`src/tv_pkg.sv`:
```
// Television interface definitions

`default_nettype none

package tv_pkg;

   //////////////////////////////
   // Bus and memory widths
   //////////////////////////////

   // Word address on the CPU bus
   typedef logic [21:0] bus_addr_t;

   // One data word, bus side and memory side alike
   typedef logic [31:0] bus_data_t;

   // Word offset inside the frame buffer
   typedef logic [14:0] vram_addr_t;

   //////////////////////////////
   // Address windows
   //////////////////////////////

   // Frame buffer, matched on bits 21..15
   localparam bus_addr_t FB_BASE = 22'o17000000;

   // Color probe, matched on bits 21..15
   // Black-and-white board leaves it out of decode
   localparam bus_addr_t COLOR_BASE = 22'o17200000;

   // Eight-word register block, matched on bits 21..3
   localparam bus_addr_t REG_BASE = 22'o17377760;

   //////////////////////////////
   // Status register layout
   //////////////////////////////

   localparam int INT_EN_BIT = 3;
   // Write 1 here to clear the flag
   localparam int INT_FLAG_BIT = 4;

   //////////////////////////////
   // Timing
   //////////////////////////////

   // 50 MHz board clock over a 60 Hz frame
   localparam int unsigned TICK_CYCLES_DEFAULT = 833333;

   // Clocks between display scan fetches
   localparam int SCAN_INTERVAL = 8;
   localparam int SCAN_CNT_W = $clog2(SCAN_INTERVAL);
   typedef logic [SCAN_CNT_W-1:0] scan_cnt_t;

   // Frame buffer depth in words
   localparam int VRAM_WORDS = 32768;

   // Bus slave access FSM
   typedef enum logic [1:0] {
      tv_idle,
      tv_write,
      tv_read,
      tv_done
   } tv_state_t;

endpackage

`default_nettype wire
```
`src/frame_tick.sv`:
```
// Frame interval tick

`default_nettype none

module frame_tick #(
   parameter int unsigned tick_cycles = tv_pkg::TICK_CYCLES_DEFAULT
) (
   input  wire  clk,
   input  wire  reset,
   output logic tick
);

   // Clocks left in the current frame
   logic [31:0] count;
   logic        count_zero;

   assign count_zero = count == '0;

   //////////////////////////////
   // Down counter
   //////////////////////////////

   always_ff @(posedge clk) begin
      if (reset) begin
         count <= tick_cycles - 1;
      end else if (count_zero) begin
         // Reload for the next frame
         count <= tick_cycles - 1;
      end else begin
         count <= count - 1;
      end
   end

   // One-cycle pulse, registered
   // First one lands tick_cycles clocks out of reset
   always_ff @(posedge clk) begin
      if (reset) begin
         tick <= 1'b0;
      end else begin
         tick <= count_zero;
      end
   end

endmodule

`default_nettype wire

```
`config.mk`:
```
export PLATFORM = sky130hd
export DESIGN_NAME = frame_tick
export DESIGN_NICKNAME = d
export VERILOG_FILES = /design/src/tv_pkg.sv /design/src/frame_tick.sv
export SDC_FILE = /design/constraint.sdc
export NUM_CORES = 1
export LEC_CHECK = 0
export BUFFER_PORTS_ARGS = -buffer_cell sky130_fd_sc_hd__buf_2
export CAP_MARGIN = 20
export CORE_MARGIN = 3
export CORE_UTILIZATION = 60
export DETAILED_ROUTE_END_ITERATION = 10
export HOLD_SLACK_MARGIN = 0.12
export PLACE_DENSITY = 0.86
export RECOVER_POWER = 25
export SYNTH_ARGS = -nofsm -noshare
export SYNTH_HDL_FRONTEND = slang
export SYNTH_SLANG_ARGS = --single-unit
```
`constraint.sdc`:
```
create_clock -name clk -period 2.4 [get_ports clk]
set_input_delay 0.24 -clock clk [delete_from_list [all_inputs] [get_ports clk]]
set_output_delay 0.24 -clock clk [all_outputs]
set_load 0.01 [all_outputs]
```
* Word-level counts from Yosys, hierarchy flattened
Index checks and enable logic that the tools add are counted.
Word-level totals: word-level logic and storage cells 5, output and inout bits 1, register bits after elaboration 33, bits of input ports 2
Operators by class: $add $sub $neg 1, reduce and logical (&&, ||, !) cells 2
Operators with widths (count):
- zero test 32 bit | 1
- subtractor 32 x 1 -> 32 bit, second input constant | 1
- OR reduction 2 bit | 1

* Longest topological paths before layout
depth after elaboration 2, mapped depth 7, depth with buffers taken out 6

* Least setup slack after synthesis
OpenSTA, ideal clock, no wires.
kind register to register, start reg count[0], end reg count[17], setup time 0.130 ns, stages on the path, launching flop included 8, path slack 0.483 ns, clock period less this slack 1.917 ns, buffers on the path 1, arrival time 1.787 ns, data required time 2.270 ns, path through dfxtp_1 inv_1 ha_1 nor4b_2 nand4_1 o31ai_4 buf_2 a21oi_1
On the way: cells in the longest elaborated chain, start to end 2, elaborated cells between the ends (all ways) 3, those cells by class add/sub: 1; reduce/logical: 2
RTL lines:
- start: declaration | line frame_tick.sv:14 | logic [31:0] count;
- start signal: assignment | line frame_tick.sv:25 | count <= tick_cycles - 1;
- start signal: assignment | line frame_tick.sv:28 | count <= tick_cycles - 1;
- start signal: assignment | line frame_tick.sv:30 | count <= count - 1;
- parallel branches: the longest is 2 deep, another holds subtractor 32 x 1 -> 32 bit
Several ways; the timed one is not identified. A chain may end at the register's enable or synchronous reset.

* Worst setup path after layout
start reg count[0], end reg count[16]
Same word-level chain as after synthesis.

==> impl_metrics.csv <==
group,metric,value,unit
hold_path,hold_class,"flop to flop",
logic_synthesis,synthArstFlopShare,0,
logic_synthesis,synthTopCellsByArea,"dfxtp_1 (40%), or4_1 (5.9%), o31ai_1 (4.5%)",
sta,grt_setup_unrepaired,"false",
detailed_routing,ant_nets,0,
cells_and_area,n_antenna_cell,0,
logic_synthesis,muxShareOfSynthArea,0,
sta,final_max_slew_viol_count,0,
global_routing,grt_pass1_wl,6270,µm
logic_synthesis,synth_fp_nets,189,
floorplan,rows,18,
outcome,status,"finished clean",
logic_synthesis,ys_seq_elements,33,
global_routing,grt_pass1_vias,1365,
worst_setup_path,required,2.63,ns
global_routing,grt_max_degree,17,
logic_synthesis,synthFlopType,"dfxtp_1",
cts,cts_sinks,33,
logic_synthesis,ys_types,38,
placed_design,place_congestion,0.968,
worst_setup_path,crit_path_max_fanout,8,
cells_and_area,nFillCells,211,
floorplan,io_pins,3,
worst_setup_path,startpoint,"count[0]$_SDFF_PP0_",
cts,cts_setup_buffers,0,
worst_setup_path,path_cells,"inv_1, ha_1, nor4b_2, nand4_1, o31ai_1, clkbuf_2, nor2_1",
logic_synthesis,synth_area,0.00166,mm²
sta,final_hold_viol_count,0,
cts,clock-root-buffer,"clkbuf_4",
logic_synthesis,synth_edf_count,0,
sta,worst_pin_slew,0.568,ns
job,drv_cap,0,
logic_synthesis,synthSimpleGateAreaFrac,0.347,
worst_setup_path,rr_worst_depth,7,
detailed_routing,post_drt_wl_per_cell,16.3,µm
floorplan,start_util,0.651,
sta,min_period,2.18,ns
power_and_ir_drop,ir_drop,0.418,mV
cells_and_area,area_delta_synth_final,5.82,%
global_routing,overflow,0,
worst_setup_path,crit_type,"flop to flop",
sta,maxClockFrequency,459,MHz
worst_setup_path,cp_data_arrival_time,2.41,ns
logic_synthesis,yosysTopAreaCell,"dfxtp_1",
worst_setup_path,rrSetupSlack,0.22,ns
cells_and_area,final_layout_size_suffix_gt1_frac,0.114,
cts,insertion_delay,0.34,ns
logic_synthesis,yosysMostFrequentCell,"dfxtp_1",
floorplan,core_region_area,0.00254,mm²
detailed_routing,viasPerCell,6.78,
floorplan,die_y,58.5,µm
logic_synthesis,avgSynthCellArea,8.91,µm²
placed_design,io_buffers,2,
power_and_ir_drop,power_density,538,mW/mm²
worst_setup_path,cpPeakStageDelay,0.42,ns
global_routing,antenna_found_initial,0,
floorplan,die-area,0.00343,mm²
logic_synthesis,synth_top_family_by_area,"simple AND/OR/NAND/NOR gates",
cts,cts_tree,"built",
worst_setup_path,crit-reg2reg-capture,"count[16]$_SDFF_PP0_",
worst_setup_path,r2r_start,"count[0]$_SDFF_PP0_",
cells_and_area,fin_nets,196,
logic_synthesis,yosys_warnings,0,
power_and_ir_drop,total_power,943,µW
worst_setup_path,endpoint_kind,"flop",
detailed_routing,first_pass_iters,4,
sta,fin_skew,0.0148,ns
logic_synthesis,synth_fa_ha_area_frac,0.00755,
worst_setup_path,crit_path_end,"count[16]$_SDFF_PP0_",
logic_synthesis,synthCells,186,
detailed_routing,drt_wl_total,3640,µm
floorplan,chipWidth,58.5,µm
logic_synthesis,synth_commonest_cells,"dfxtp_1 (33), nor2_1 (14), nand2_1 (13), or4_1 (13), a21oi_1 (12)",
cts,htree_levels,2,
sta,setup_violations,0,
cts,cts_buffers,5,
detailed_routing,wl_met3,228,µm
detailed_routing,drc,0,
global_routing,groute.usage.overall,0.237,
sta,relSlewSlack,0.620,
cells_and_area,finish.utilization,0.689,
detailed_routing,vias,1512,
worst_setup_path,cp_slowest_cell,"o31ai_1",
worst_setup_path,cp-start-kind,"flop",
detailed_routing,dr_wl_met2,1700,µm
placed_design,dp_hpwl,2470,µm
sta,setup_tns,0,ns
power_and_ir_drop,p_leak,0.000524,µW
logic_synthesis,synth_compound_area_frac,0.168,
detailed_routing,highest_layer,"met4",
logic_synthesis,synth_xor_area_frac,0.0529,
cts,clk_pin_slew,0.10,ns
detailed_routing,wl_met1,1650,µm
logic_synthesis,synth_top_area_share,0.399,
sta,period_share,0.908,
cts,clk_path_buf_depth,2,
detailed_routing,dr.first_iter.drc_count,64,
logic_synthesis,seq_area_frac_synth,0.399,
[worst max-delay path: cells and delay by family (launching register included)]
family          cells  cell delay (ns)
fa+ha+maj           1             0.21
buf+inv             2             0.35
compound gates      1             0.42
flops               1             0.35
simple gates        3             0.75
[stage by stage]
| step | hold WS (ns) | std cells | worst slack [ns] | instance area [µm²] |
|---|---|---|---|---|
| after CTS | 0.472 | 223 | 0.258 | 1770 |
| final | 0.473 | 223 | 0.222 | 1750 |
| after global routing | 0.499 | 223 | 0.0240 | 1750 |
| after global placement | 0.423 | 215 | 0.357 | 1710 |
| after floorplan | 0.319 | 186 | 0.483 | 1660 |
| after detailed placement | 0.427 | 215 | 0.281 | 1710 |
[flip-flops by register name, indices dropped and copies added (netlist names)]
signal,flops
count,32
tick,1
[kinds of logic after synthesis]
group	Yosys count
compound gates	38
xor+xnor	10
fa+ha+maj	1
buf+inv	11
flops	33
simple gates	93
[layout make-up]
cell class | instances | area (µm²) | share of cell area
Sequential cell | 33 | 661 | 0.377
Inverter | 4 | 15.0 | 0.00857
Clock buffer | 7 | 55.1 | 0.0314
Tap cell | 30 | 37.5 | 0.0214
Multi-Input combinational cell | 142 | 938 | 0.535
Timing Repair Buffer | 7 | 46.3 | 0.0264
[placed cells by master (no fill, tap or decap), types with 3 or more instances in the layout]
master,instances
or4_1,13
nand2_1,13
o31ai_1,11
xnor2_1,8
inv_1,4
nor4_1,9
nor2_1,14
clkbuf_4,5
o41ai_1,5
nand4_1,5
nand3_1,8
nor3_1,8
or3_1,6
a21oi_1,12
nor4_2,4
buf_4,3
dfxtp_1,33
[layer usage]
layer	vias up	GRT usage
met5	-	0
met4	0	0.0894
met3	9	0.0702
met2	52	0.367
met1	704	0.312
li1	747	-
[how the worst min path moves through the flow]
stage                         from                   to  slack [ns]  depth (start not counted)
2_1_floorplan                reset      tick$_SDFF_PP0_        0.32                          1
3_3_place_gp                 reset      tick$_SDFF_PP0_        0.42                          2
3_5_place_dp                 reset      tick$_SDFF_PP0_        0.43                          2
4_1_cts        count[0]$_SDFF_PP0_  count[0]$_SDFF_PP0_        0.47                          1
5_1_grt        count[0]$_SDFF_PP0_  count[0]$_SDFF_PP0_        0.50                          1
6_report       count[0]$_SDFF_PP0_  count[0]$_SDFF_PP0_        0.47                          1
[power breakdown]
group	total, µW	switching [µW]	internal (µW)
Sequential	574	15.8	558
Clock	320	182	138
Combinational	49.1	27.2	21.9
[repair_timing]
action | in CTS | in global routing
resized for setup | 0 | 0
hold endpoints to repair | 1 | 0
hold buffers | 1 | 0
Power figures use the tool's default switching activity.
