## config.mk

```make
export PLATFORM = sky130hd
export DESIGN_NAME = xbus_tv
export DESIGN_NICKNAME = d
export VERILOG_FILES = /design/src/tv_pkg.sv /design/src/xbus_tv.sv
export SDC_FILE = /design/constraint.sdc
export NUM_CORES = 1
export LEC_CHECK = 0
export BUFFER_PORTS_ARGS = -buffer_cell sky130_fd_sc_hd__buf_4
export CORE_MARGIN = 2
export CORE_UTILIZATION = 37
export CTS_CLUSTER_SIZE = 25
export DETAILED_ROUTE_END_ITERATION = 12
export PLACE_DENSITY = 0.84
export SLEW_MARGIN = 25
export SYNTH_ARGS = -nofsm -noshare
export SYNTH_HDL_FRONTEND = slang
export SYNTH_SLANG_ARGS = --single-unit
```

## constraint.sdc

```tcl
create_clock -name clk -period 1.6 [get_ports clk]
set_input_delay 0.16 -clock clk [delete_from_list [all_inputs] [get_ports clk]]
set_output_delay 0.16 -clock clk [all_outputs]
set_load 0.1 [all_outputs]
```

## src/tv_pkg.sv

```systemverilog
// Television interface definitions

`default_nettype none

package tv_pkg;

   //////////////////////////////
   // Bus and memory widths
   //////////////////////////////

   // Word address on the CPU bus
   typedef logic [21:0] bus_addr_t;

   // One data word, bus side and memory side alike
   typedef logic [31:0] bus_data_t;

   // Word offset inside the frame buffer
   typedef logic [14:0] vram_addr_t;

   //////////////////////////////
   // Address windows
   //////////////////////////////

   // Frame buffer, matched on bits 21..15
   localparam bus_addr_t FB_BASE = 22'o17000000;

   // Color probe, matched on bits 21..15
   // Black-and-white board leaves it out of decode
   localparam bus_addr_t COLOR_BASE = 22'o17200000;

   // Eight-word register block, matched on bits 21..3
   localparam bus_addr_t REG_BASE = 22'o17377760;

   //////////////////////////////
   // Status register layout
   //////////////////////////////

   localparam int INT_EN_BIT = 3;
   // Write 1 here to clear the flag
   localparam int INT_FLAG_BIT = 4;

   //////////////////////////////
   // Timing
   //////////////////////////////

   // 50 MHz board clock over a 60 Hz frame
   localparam int unsigned TICK_CYCLES_DEFAULT = 833333;

   // Clocks between display scan fetches
   localparam int SCAN_INTERVAL = 8;
   localparam int SCAN_CNT_W = $clog2(SCAN_INTERVAL);
   typedef logic [SCAN_CNT_W-1:0] scan_cnt_t;

   // Frame buffer depth in words
   localparam int VRAM_WORDS = 32768;

   // Bus slave access FSM
   typedef enum logic [1:0] {
      tv_idle,
      tv_write,
      tv_read,
      tv_done
   } tv_state_t;

endpackage

`default_nettype wire
```

## src/xbus_tv.sv

```systemverilog
// TV bus slave

`default_nettype none

module xbus_tv (
   input  wire                 clk,
   input  wire                 reset,
   // CPU bus
   input  wire tv_pkg::bus_addr_t  addr,
   input  wire tv_pkg::bus_data_t  datain,
   input  wire                 req,
   input  wire                 write,
   output tv_pkg::bus_data_t   dataout,
   output logic                ack,
   output logic                decode,
   output logic                interrupt,
   // Frame tick
   input  wire                 tick,
   // Video memory controller
   output tv_pkg::vram_addr_t  vram_addr,
   output tv_pkg::bus_data_t   vram_data_out,
   output logic                vram_req,
   output logic                vram_write,
   input  wire tv_pkg::bus_data_t  vram_data_in,
   input  wire                 vram_ready,
   input  wire                 vram_done
);

   import tv_pkg::*;

   tv_state_t state;
   tv_state_t state_next;

   // Window hits
   logic in_fb;
   logic in_color;
   logic in_reg;

   // Qualified requests
   logic bus_read;
   logic bus_write;
   logic reg_write;
   logic reg_read;
   logic color_read;
   logic flag_clear;

   // Status register
   logic      int_en;
   logic      int_flag;
   bus_data_t status;

   //////////////////////////////
   // Address decode
   //////////////////////////////

   assign in_fb    = addr[21:15] == FB_BASE[21:15];
   assign in_color = addr[21:15] == COLOR_BASE[21:15];
   // Any of the eight words hits status
   assign in_reg   = addr[21:3] == REG_BASE[21:3];

   // Color probe left out on a B&W board
   assign decode = in_reg || in_fb;

   assign bus_read  = req && !write;
   assign bus_write = req && write;

   // Register side effects only once per access
   assign reg_write  = bus_write && in_reg && state == tv_idle;
   assign reg_read   = bus_read && in_reg && state == tv_idle;
   assign color_read = bus_read && in_color;
   assign flag_clear = reg_write && datain[INT_FLAG_BIT];

   //////////////////////////////
   // Access FSM
   //////////////////////////////

   always_comb begin
      state_next = state;
      case (state)
         tv_idle: begin
            // Registers answer right away
            if (req && in_reg) begin
               state_next = tv_done;
            end else if (req && in_fb) begin
               state_next = write ? tv_write : tv_read;
            end
         end
         tv_write: begin
            if (vram_done) begin
               state_next = tv_done;
            end
         end
         tv_read: begin
            if (vram_ready) begin
               state_next = tv_done;
            end
         end
         tv_done: begin
            // Hold ack until master lets go
            if (!req) begin
               state_next = tv_idle;
            end
         end
         default: begin
            state_next = tv_idle;
         end
      endcase
   end

   always_ff @(posedge clk) begin
      if (reset) begin
         state <= tv_idle;
      end else begin
         state <= state_next;
      end
   end

   assign ack = state == tv_done;

   //////////////////////////////
   // Status and interrupt
   //////////////////////////////

   always_ff @(posedge clk) begin
      if (reset) begin
         int_en   <= 1'b0;
         int_flag <= 1'b0;
      end else begin
         if (reg_write) begin
            int_en <= datain[INT_EN_BIT];
         end
         // Tick beats a clear in the same cycle
         if (tick) begin
            int_flag <= 1'b1;
         end else if (flag_clear) begin
            int_flag <= 1'b0;
         end
      end
   end

   always_comb begin
      status = '0;
      status[INT_EN_BIT]   = int_en;
      status[INT_FLAG_BIT] = int_flag;
   end

   assign interrupt = int_en && int_flag;

   //////////////////////////////
   // Read data
   //////////////////////////////

   always_ff @(posedge clk) begin
      if (reset) begin
         dataout <= '0;
      end else if (reg_read) begin
         dataout <= status;
      end else if (color_read) begin
         // Probe reads as zero, no ack
         dataout <= '0;
      end else if (state == tv_read && vram_ready) begin
         dataout <= vram_data_in;
      end
   end

   //////////////////////////////
   // Memory controller side
   //////////////////////////////

   assign vram_addr     = addr[14:0];
   assign vram_data_out = datain;
   assign vram_req      = state == tv_read;
   assign vram_write    = state == tv_write;

   // Only one memory level at a time
   a_vram_levels_excl: assert property (
      @(posedge clk) disable iff (reset) !(vram_req && vram_write));

   // Ack only answers a live request
   a_ack_needs_req: assert property (
      @(posedge clk) disable iff (reset) $rose(ack) |-> req && $past(req));

endmodule

`default_nettype wire

```

# Word-level counts from Yosys, hierarchy flattened
# Cells that the tools add are included.
# word_totals
reg_bits	36
in_bits	93
output_inout_bits	84
word_cells	46
# op_classes
eq_ne	10
mux	12
reduce_logical	19
# ops
cell	count
19-bit equality test (second input constant)	1
5-bit 2-to-1 mux	3
7-bit equality test (second input constant)	2
1-bit logical AND	12
2-bit 2-to-1 mux	6
2-bit case mux with 4 select lines	1
2-bit equality test (second input constant)	2
2-bit by 1-bit inequality test with 1-bit output (second input constant)	2
4-bit AND reduction	1
3-bit by 1-bit inequality test with 1-bit output (second input constant)	1
3-bit nonzero test	1
3-bit OR reduction	1
2-bit by 1-bit equality test with 1-bit output (second input constant)	1
2-bit zero test	1
1-bit 2-to-1 mux	2
2-bit inequality test (second input constant)	1
2-bit nonzero test	1
1-bit zero test	1
1-bit logical OR	1

# Longest topological paths before layout
# Gate-level depths: netlist of the first run.
# depth
depth_word	6
ltp_mapped	8
depth_no_buf	7

# Worst setup path after synthesis of the first run
# No wires, ideal clock.
# synth_timing
path_kind	register to register
start	reg state[0]
end	reg dataout[0]
setup_ns	0.070
t_arrival_ns	2.088
required_time_ns	1.530
setup_slack_ns	-0.558
path_stages_with_launch	8
n_path_buf	2
period_less_slack_ns	2.158
cell_sequence	dfxtp_1 inv_1 ha_1 and2_1 clkbuf_1 clkbuf_1 nand2_1 a21oi_1
# synth_between
elab_cells_between_ends	5
cone_classes	eq/ne (1); reduce/logical (4)
# synth_rtl
item	line_no	rtl
start: declaration	xbus_tv.sv:31	tv_state_t state;
start signal: assignment	xbus_tv.sv:112	state <= tv_idle;
start signal: assignment	xbus_tv.sv:114	state <= state_next;
2-bit equality test	--	
via vram_req	xbus_tv.sv:22	output logic vram_req,
1-bit logical AND	xbus_tv.sv:161	end else if (state == tv_read && vram_ready) begin
end signal: assignment	xbus_tv.sv:157	dataout <= status;
end signal: assignment	xbus_tv.sv:162	dataout <= vram_data_in;
end: declaration	xbus_tv.sv:13	output tv_pkg::bus_data_t dataout,
# The timed path passes the listed nets, and every way through them passes these cells.
# A chain may end at the register's enable or synchronous reset.

# Worst setup path after layout of the first run
# layout_timing
start	reg state[0]
end	reg state[0]
# layout_between
elab_chain_cells	3
elab_cells_between_ends	10
cone_classes	eq/ne (7); mux (1); reduce/logical (2)
# layout_rtl
item	line_no	rtl
2-bit by 1-bit equality test with 1-bit output (tied with other cells)	xbus_tv.sv:79	case (state)
2-bit by 1-bit inequality test with 1-bit output (no source line) (tied with other cells)	--	
4-bit AND reduction (no source line)	--	
# Several ways; a longest one is shown, not always the timed one.

==> results of run 1 <==
==> layout make-up <==
type	instances	area (um^2)
fillers	494	2401
well taps	70	87.58
multi-input cells	139	779.5
flip-flops and latches	36	725.7
inverters	6	22.52
clock inverters	3	42.54
clock buffers	5	68.82
repair buffers	118	914.6
==> registers in the layout, summed over array words and instances, names as in the netlist <==
name / cells
state: 2
dataout: 32
int_en: 1
int_flag: 1
==> synth_stat cells <==
library cell / n / area, um^2
ha_1: 5 / 62.56
and4_1: 1 / 8.760
nand4_2: 1 / 12.51
dfxtp_1: 36 / 720.7
nand4b_4: 1 / 23.77
a222oi_1: 1 / 10.01
a31oi_1: 2 / 12.51
and3_1: 1 / 6.260
buf_6: 3 / 33.78
nand4_1: 3 / 18.77
o211a_1: 1 / 10.01
o221ai_1: 1 / 8.760
inv_1: 6 / 22.52
o21a_1: 2 / 15.01
clkbuf_1: 7 / 26.28
nor3_1: 1 / 5.000
o21bai_1: 1 / 7.510
and2_1: 2 / 12.51
and4b_1: 1 / 10.01
o21ai_0: 3 / 15.01
mux2i_1: 3 / 30.03
buf_4: 47 / 352.8
nor2_1: 6 / 22.52
nand2_2: 1 / 6.260
nor3b_1: 2 / 15.01
a21oi_1: 32 / 160.2
nand2_1: 67 / 251.5
nor4_4: 1 / 21.27
==> metal layers <==
layer  wire (um)  GRT usage, %  up-vias
li1            -             -      865
met1        1725         14.98      761
met2        2653         31.69       89
met3         349         3.439       20
met4         133         8.187        0
met5           0             0        -
==> worst max-delay path, cell delays in order, from the launching register on <==
cell and delay (ns):
dfxtp_2 0.33, buf_6 0.12, ha_4 0.15, a222oi_1 0.40, o221ai_2 0.20, o21a_1 0.22
==> stage by stage <==
| step | hold slack [ns] | cells | setup WS (ns) |
|---|---|---|---|
| after floorplan | 0.2324 | 238 | 0.003480 |
| after global placement | 0.3207 | 369 | 0.07133 |
| after detailed placement | 0.3207 | 369 | 0.01800 |
| after CTS | 0.09556 | 377 | 0.01870 |
| after global routing | 0.1018 | 377 | -0.01107 |
| final | 0.1119 | 377 | 0.07146 |
==> where the power goes <==
group	switching, mW	total (mW)	internal [mW]	leakage, nW
clock	0.322	0.783	0.461	0.0541
sequential	0.0727	1.10	1.03	0.294
combinational	1.51	2.05	0.538	0.898
total	1.90	3.93	2.03	1.25
==> worst max-delay path by stage <==
| stage | start | end | slack [ns] | cells after the start |
|---|---|---|---|---|
| 3_3_place_gp | state[1] | state[1] | 0.07 | 5 |
| 3_5_place_dp | state[1] | state[0] | 0.02 | 5 |
| 6_report | state[0] | state[0] | 0.07 | 5 |
| 2_1_floorplan | state[0] | state[0] | 0.003 | 5 |
| 5_1_grt | state[1] | state[0] | -0.01 | 6 |
| 4_1_cts | state[1] | state[0] | 0.02 | 5 |
==> kinds of logic (layout without fill, tap and decap cells) <==
logic type | count (synthesis) | after routing | synth area share, %
simple gates | 88 | 88 | 21.78
buf+inv | 63 | 132 | 22.89
compound gates | 43 | 43 | 12.57
flops | 36 | 36 | 37.89
fa+ha+maj | 5 | 5 | 3.289
mux | 3 | 3 | 1.579
==> timing repair <==
item,CTS,global route
pin swaps,0,2
gates resized for setup,1,6
hold endpoints to repair,0,0
endpoints found under the setup margin,2,3
==> reports/metrics.csv, run 1 <==
stage,metric,value,unit
clock_network,worst skew pair latency,0.28,ns
min_path,Hold WC Path Type,input pin to flop,
setup_path,flop2flop setup slack,0.07,ns
setup_path,WP data required,1.77,ns
final_layout,Nets,404,
route,residual DRC count,0,
timing,Max Transition Viols Final,0,
final_layout,layout cells sized above 1,44.95,%
min_path,hold depth,2,
global_routing,gr usage total,15.93,%
route,Final ANT Viol Nets,0,
floorplanning,die area,5730,um^2
timing,RSZ-0062 raised after global routing,true,
clock_network,CTS buffer count,5,
clock_network,clock root buffer master,clkbuf_8,
place,RD Place Congestion,0.7761,
logic_synthesis,Synth cell types,28,
final_layout,Ant. Diodes,0,
global_routing,largest net degree at the start of global routing,16,
logic_synthesis,Ys Warns,0,
final_layout,fin area,2641,um^2
setup_path,Critical Path AT,1.70,ns
global_routing,vias in the first global route,1559,
timing,Fin Setup TNS,0,ns
global_routing,first-pass GRT wire length,6913,um
place,Post-DP HPWL,3931,um
status,status,finished clean,
route,DRT Pass-1 Iters,4,
power,total power,3.932,mW
floorplanning,placement row count,26,
final_layout,Area Growth Syn to Fin,38.88,%
floorplanning,io pins,177,
clock_network,"CTS clk-pin slew, worst paths",0.07,ns
route,average wire per standard cell,12.90,um
min_path,Hold Path End,dataout[3],
place,I/O Buffers,110,
final_layout,Final Core Density,52.38,%
floorplanning,width of the die,75.70,um
floorplanning,floorplan core area,5042,um^2
clock_network,hold_buf cts,0,
timing,Worst-Margin Slew,0.4021,ns
logic_synthesis,post-synthesis sequential area ratio,37.89,%
logic_synthesis,Syn Nets,336,
setup_path,r2r worst-path depth,5,
setup_path,Setup CP Type,flop to flop,
min_path,Worst Min Path Start,reset,
clock_network,CTS tree,done,
logic_synthesis,Mean Syn Cell Area,7.991,um^2
route,via count,1735,
logic_synthesis,synthesis-stage register bit count,36,
route,Initial DRC Count,44,
route,vias per cell,4.602,
final_layout,"most common cell after layout, fill and taps aside",buf_4,
setup_path,Reg2Reg Capture Point,state[0],
place,post-placement cell area,2515,um^2
timing,Slew headroom,72.99,%
setup_path,CP Launch Type,flop,
timing,# setup viols final,0,
floorplanning,Starting Density,37.72,%
setup_path,maximum fanout along the worst path,4,
final_layout,most frequent cells in the layout,"buf_4, nand2_1, dfxtp_1",
clock_network,clock sinks,36,
job,max-cap violations,0,
timing,Max Fclk,654.2,MHz
timing,Final Hold Violating Endpoints,0,
setup_path,critical register-to-register path startpoint,state[0],
global_routing,initial antenna violation count,0,
power,Lkg Pwr,1.246,nW
global_routing,total gr overflow,0,
timing,post-route clock skew,0.003640,ns
floorplanning,Die Ht,75.70,um
clock_network,post-CTS setup buffers,0,
power,Worst VDD drop,574.2,uV
clock_network,H-Tree Depth,2,
power,pwr dens,1489,nW/um^2
timing,final period utilization,95.53,%
logic_synthesis,Mapped Area,1902,um^2
route,Final Routed Wirelength,4862,um
clock_network,CTS max path bufs,2,
timing,Final min period,1.529,ns
setup_path,Worst setup EP type,flop,
logic_synthesis,cells after synthesis,238,
Note: power is estimated with default switching activity, not from simulation.
==> run 2: changes to the inputs <==
ABC_AREA = 1   (was not set)
CAP_MARGIN = 25   (was not set)
CORE_UTILIZATION = 39   (was 37)
PLACE_DENSITY = 0.83   (was 0.84)
==> run 2 against run 1 <==
Compared with the run above:
- clock power decreased by 13%
- setup slack improved by 0.11 ns
- maximum frequency increased by 7.9%
- synthesized area increased by 14%
- count of clock-buffer cells in the layout increased by 1
- wire length decreased by 2.0%
- non-clock buffer count decreased by 2
- first-iteration DRC count increased by 18%
- largest power group unchanged
- highest routed layer unchanged
==> reports/metrics.csv, run 2 <==
stage,metric,value,unit
final_layout,Nets,446,
timing,Slew headroom,81.01,%
final_layout,max FFs per register,32,
final_layout,layout cells sized above 1,50.14,%
logic_synthesis,asr flop ratio synth,0,%
clock_network,CTS tree,done,
global_routing,vias in the first global route,1800,
clock_network,hold_buf cts,0,
timing,RSZ-0062 raised after global routing,false,
final_layout,biggest regs,"dataout (32), state (2)",
floorplanning,placement row count,27,
min_path,Worst Min Path Start,reset,
setup_path,CP Launch Type,flop,
logic_synthesis,Post-synth EDFFs,0,
global_routing,largest net degree at the start of global routing,19,
place,Post-DP HPWL,3763,um
timing,post-route clock skew,0.009889,ns
route,average wire per standard cell,11.32,um
timing,final setup margin,0.1832,ns
job,max-cap violations,0,
timing,Fin Setup TNS,0,ns
clock_network,"CTS clk-pin slew, worst paths",0.07,ns
floorplanning,io pins,177,
floorplanning,Die Ht,78.57,um
logic_synthesis,Area contributors post-synth,"dfxtp_1, buf_4, nand2_1, a21oi_2, inv_1",
timing,Max Fclk,705.8,MHz
clock_network,post_cts resized,0,
place,RD Place Congestion,0.8431,
place,I/O Buffers,110,
setup_path,r2r worst-path depth,6,
logic_synthesis,Mean Syn Cell Area,7.716,um^2
clock_network,worst skew pair latency,0.28,ns
final_layout,most frequent cells in the layout,"buf_4, nand2_1, dfxtp_1",
logic_synthesis,cells after synthesis,281,
route,residual DRC count,0,
route,via count,1883,
power,Lkg Pwr,1.311,nW
setup_path,Critical Path AT,1.63,ns
setup_path,WP data required,1.81,ns
logic_synthesis,share of the synthesized area in the top cell type,33.24,%
logic_synthesis,commonest cells in the synthesized netlist,"nand2_1, buf_4, dfxtp_1",
global_routing,initial antenna violation count,0,
setup_path,maximum fanout along the worst path,14,
timing,# setup viols final,0,
min_path,Hold WC Path Type,input pin to flop,
status,status,finished clean,
global_routing,met2 Use GR,27.95,%
place,Place WS,0.1810,ns
floorplanning,floorplan core area,5439,um^2
setup_path,critical register-to-register path startpoint,state[1],
final_layout,"most common cell after layout, fill and taps aside",buf_4,
power,Worst VDD drop,568.0,uV
route,Final ANT Viol Nets,0,
timing,Worst-Margin Slew,0.2872,ns
route,vias per cell,4.473,
route,DRT Pass-1 Iters,4,
logic_synthesis,Synth cell types,26,
logic_synthesis,predominant post-synthesis flop cell,dfxtp_1,
timing,final period utilization,88.55,%
final_layout,Area Growth Syn to Fin,30.64,%
logic_synthesis,Ys Warns,0,
min_path,hold depth,2,
timing,Final min period,1.417,ns
timing,Final Hold Violating Endpoints,0,
logic_synthesis,synthesis-stage register bit count,36,
logic_synthesis,top-count cell post-synth,nand2_1,
clock_network,CTS max path bufs,2,
logic_synthesis,Mapped Area,2168,um^2
clock_network,clock sinks,36,
global_routing,total gr overflow,0,
timing,Max Transition Viols Final,0,
final_layout,Final Core Density,52.08,%
logic_synthesis,Syn Nets,379,
setup_path,Setup CP Type,flop to flop,
setup_path,Worst setup EP type,flop,
final_layout,flip-flop and latch area,720.7,um^2
floorplanning,die area,6172,um^2
global_routing,first-pass GRT wire length,7755,um
route,Final Routed Wirelength,4766,um
route,Initial DRC Count,52,
global_routing,GRT met1 Usage,16.70,%
global_routing,busiest grt layer,met2,
min_path,Hold Path End,int_flag,
timing,WHS,0.04577,ns
global_routing,grt met3 use,4.943,%
clock_network,CTS buffer count,5,
logic_synthesis,post-synthesis sequential area ratio,33.24,%
clock_network,clock root buffer master,clkbuf_8,
power,pwr dens,1310,nW/um^2
floorplanning,width of the die,78.57,um
final_layout,multi-input logic area,957.2,um^2
setup_path,Reg2Reg Capture Point,dataout[18],
clock_network,post-CTS setup buffers,0,
final_layout,filler cell count,512,
global_routing,gr usage total,15.44,%
final_layout,Biggest register,dataout,
floorplanning,Starting Density,39.87,%
logic_synthesis,Yosys top cell by area,dfxtp_1,
clock_network,H-Tree Depth,2,
final_layout,Ant. Diodes,0,
setup_path,flop2flop setup slack,0.18,ns
## run 2: cell types whose count changed after synthesis, sizes merged, moves of 3 or more
cell	delta
nand3	+9
mux2i	-3
inv	+12
nand2	+28
nor2	+12
## run 2: where the power goes
group | switching, mW | internal, mW
Sequential | 0.0735 | 1.00
Clock | 0.333 | 0.352
Combinational | 1.43 | 0.512
## run 2: metal layers
metal	part of all wire (%)	vias to the layer above
li1	-	961
met1	42	839
met2	50	71
met4	0.84	0
met3	7.1	12
met5	0	-
## run 2: worst max-delay path by stage
stage | start | end | slack [ns]
CTS | state[1] | vram_write | 0.17
global placement | state[1] | dataout[14] | 0.23
floorplan | state[0] | dataout[0] | -0.05
finish | state[1] | dataout[18] | 0.18
detailed placement | state[1] | dataout[13] | 0.18
global route | state[1] | state[1] | 0.05
## run 2: cell type report
cell class,count,share of cell area [%]
clock inverter,2,0.4859
multi-input combinational,170,33.79
tap,72,3.180
clock buffer,6,2.915
inverter,19,2.562
timing repair buffer,116,31.63
sequential,36,25.44
## run 2: kinds of logic (layout without fill, tap and decap cells)
family | Yosys count | count (layout) | share of synthesized area (%)
compound gates | 34 | 34 | 13.10
fa+ha+maj | 5 | 5 | 2.885
flops | 36 | 36 | 33.24
buf+inv | 75 | 143 | 23.43
simple gates | 131 | 131 | 27.35
## run 2: through the flow
stage	instances	power (mW)	cell area, um^2
2_1_floorplan	281	3.037	2186
3_3_place_gp	413	3.028	2736
3_5_place_dp	413	3.055	2736
4_1_cts	421	3.756	2833
5_1_grt	421	3.933	2833
6_report	421	3.710	2833
## run 2: critical path, stage by stage, from the launching register on
cell	delay, ns
dfxtp_1	0.41
inv_1	0.12
ha_1	0.25
nand4_4	0.16
nand3_4	0.11
buf_12	0.18
a21oi_2	0.12
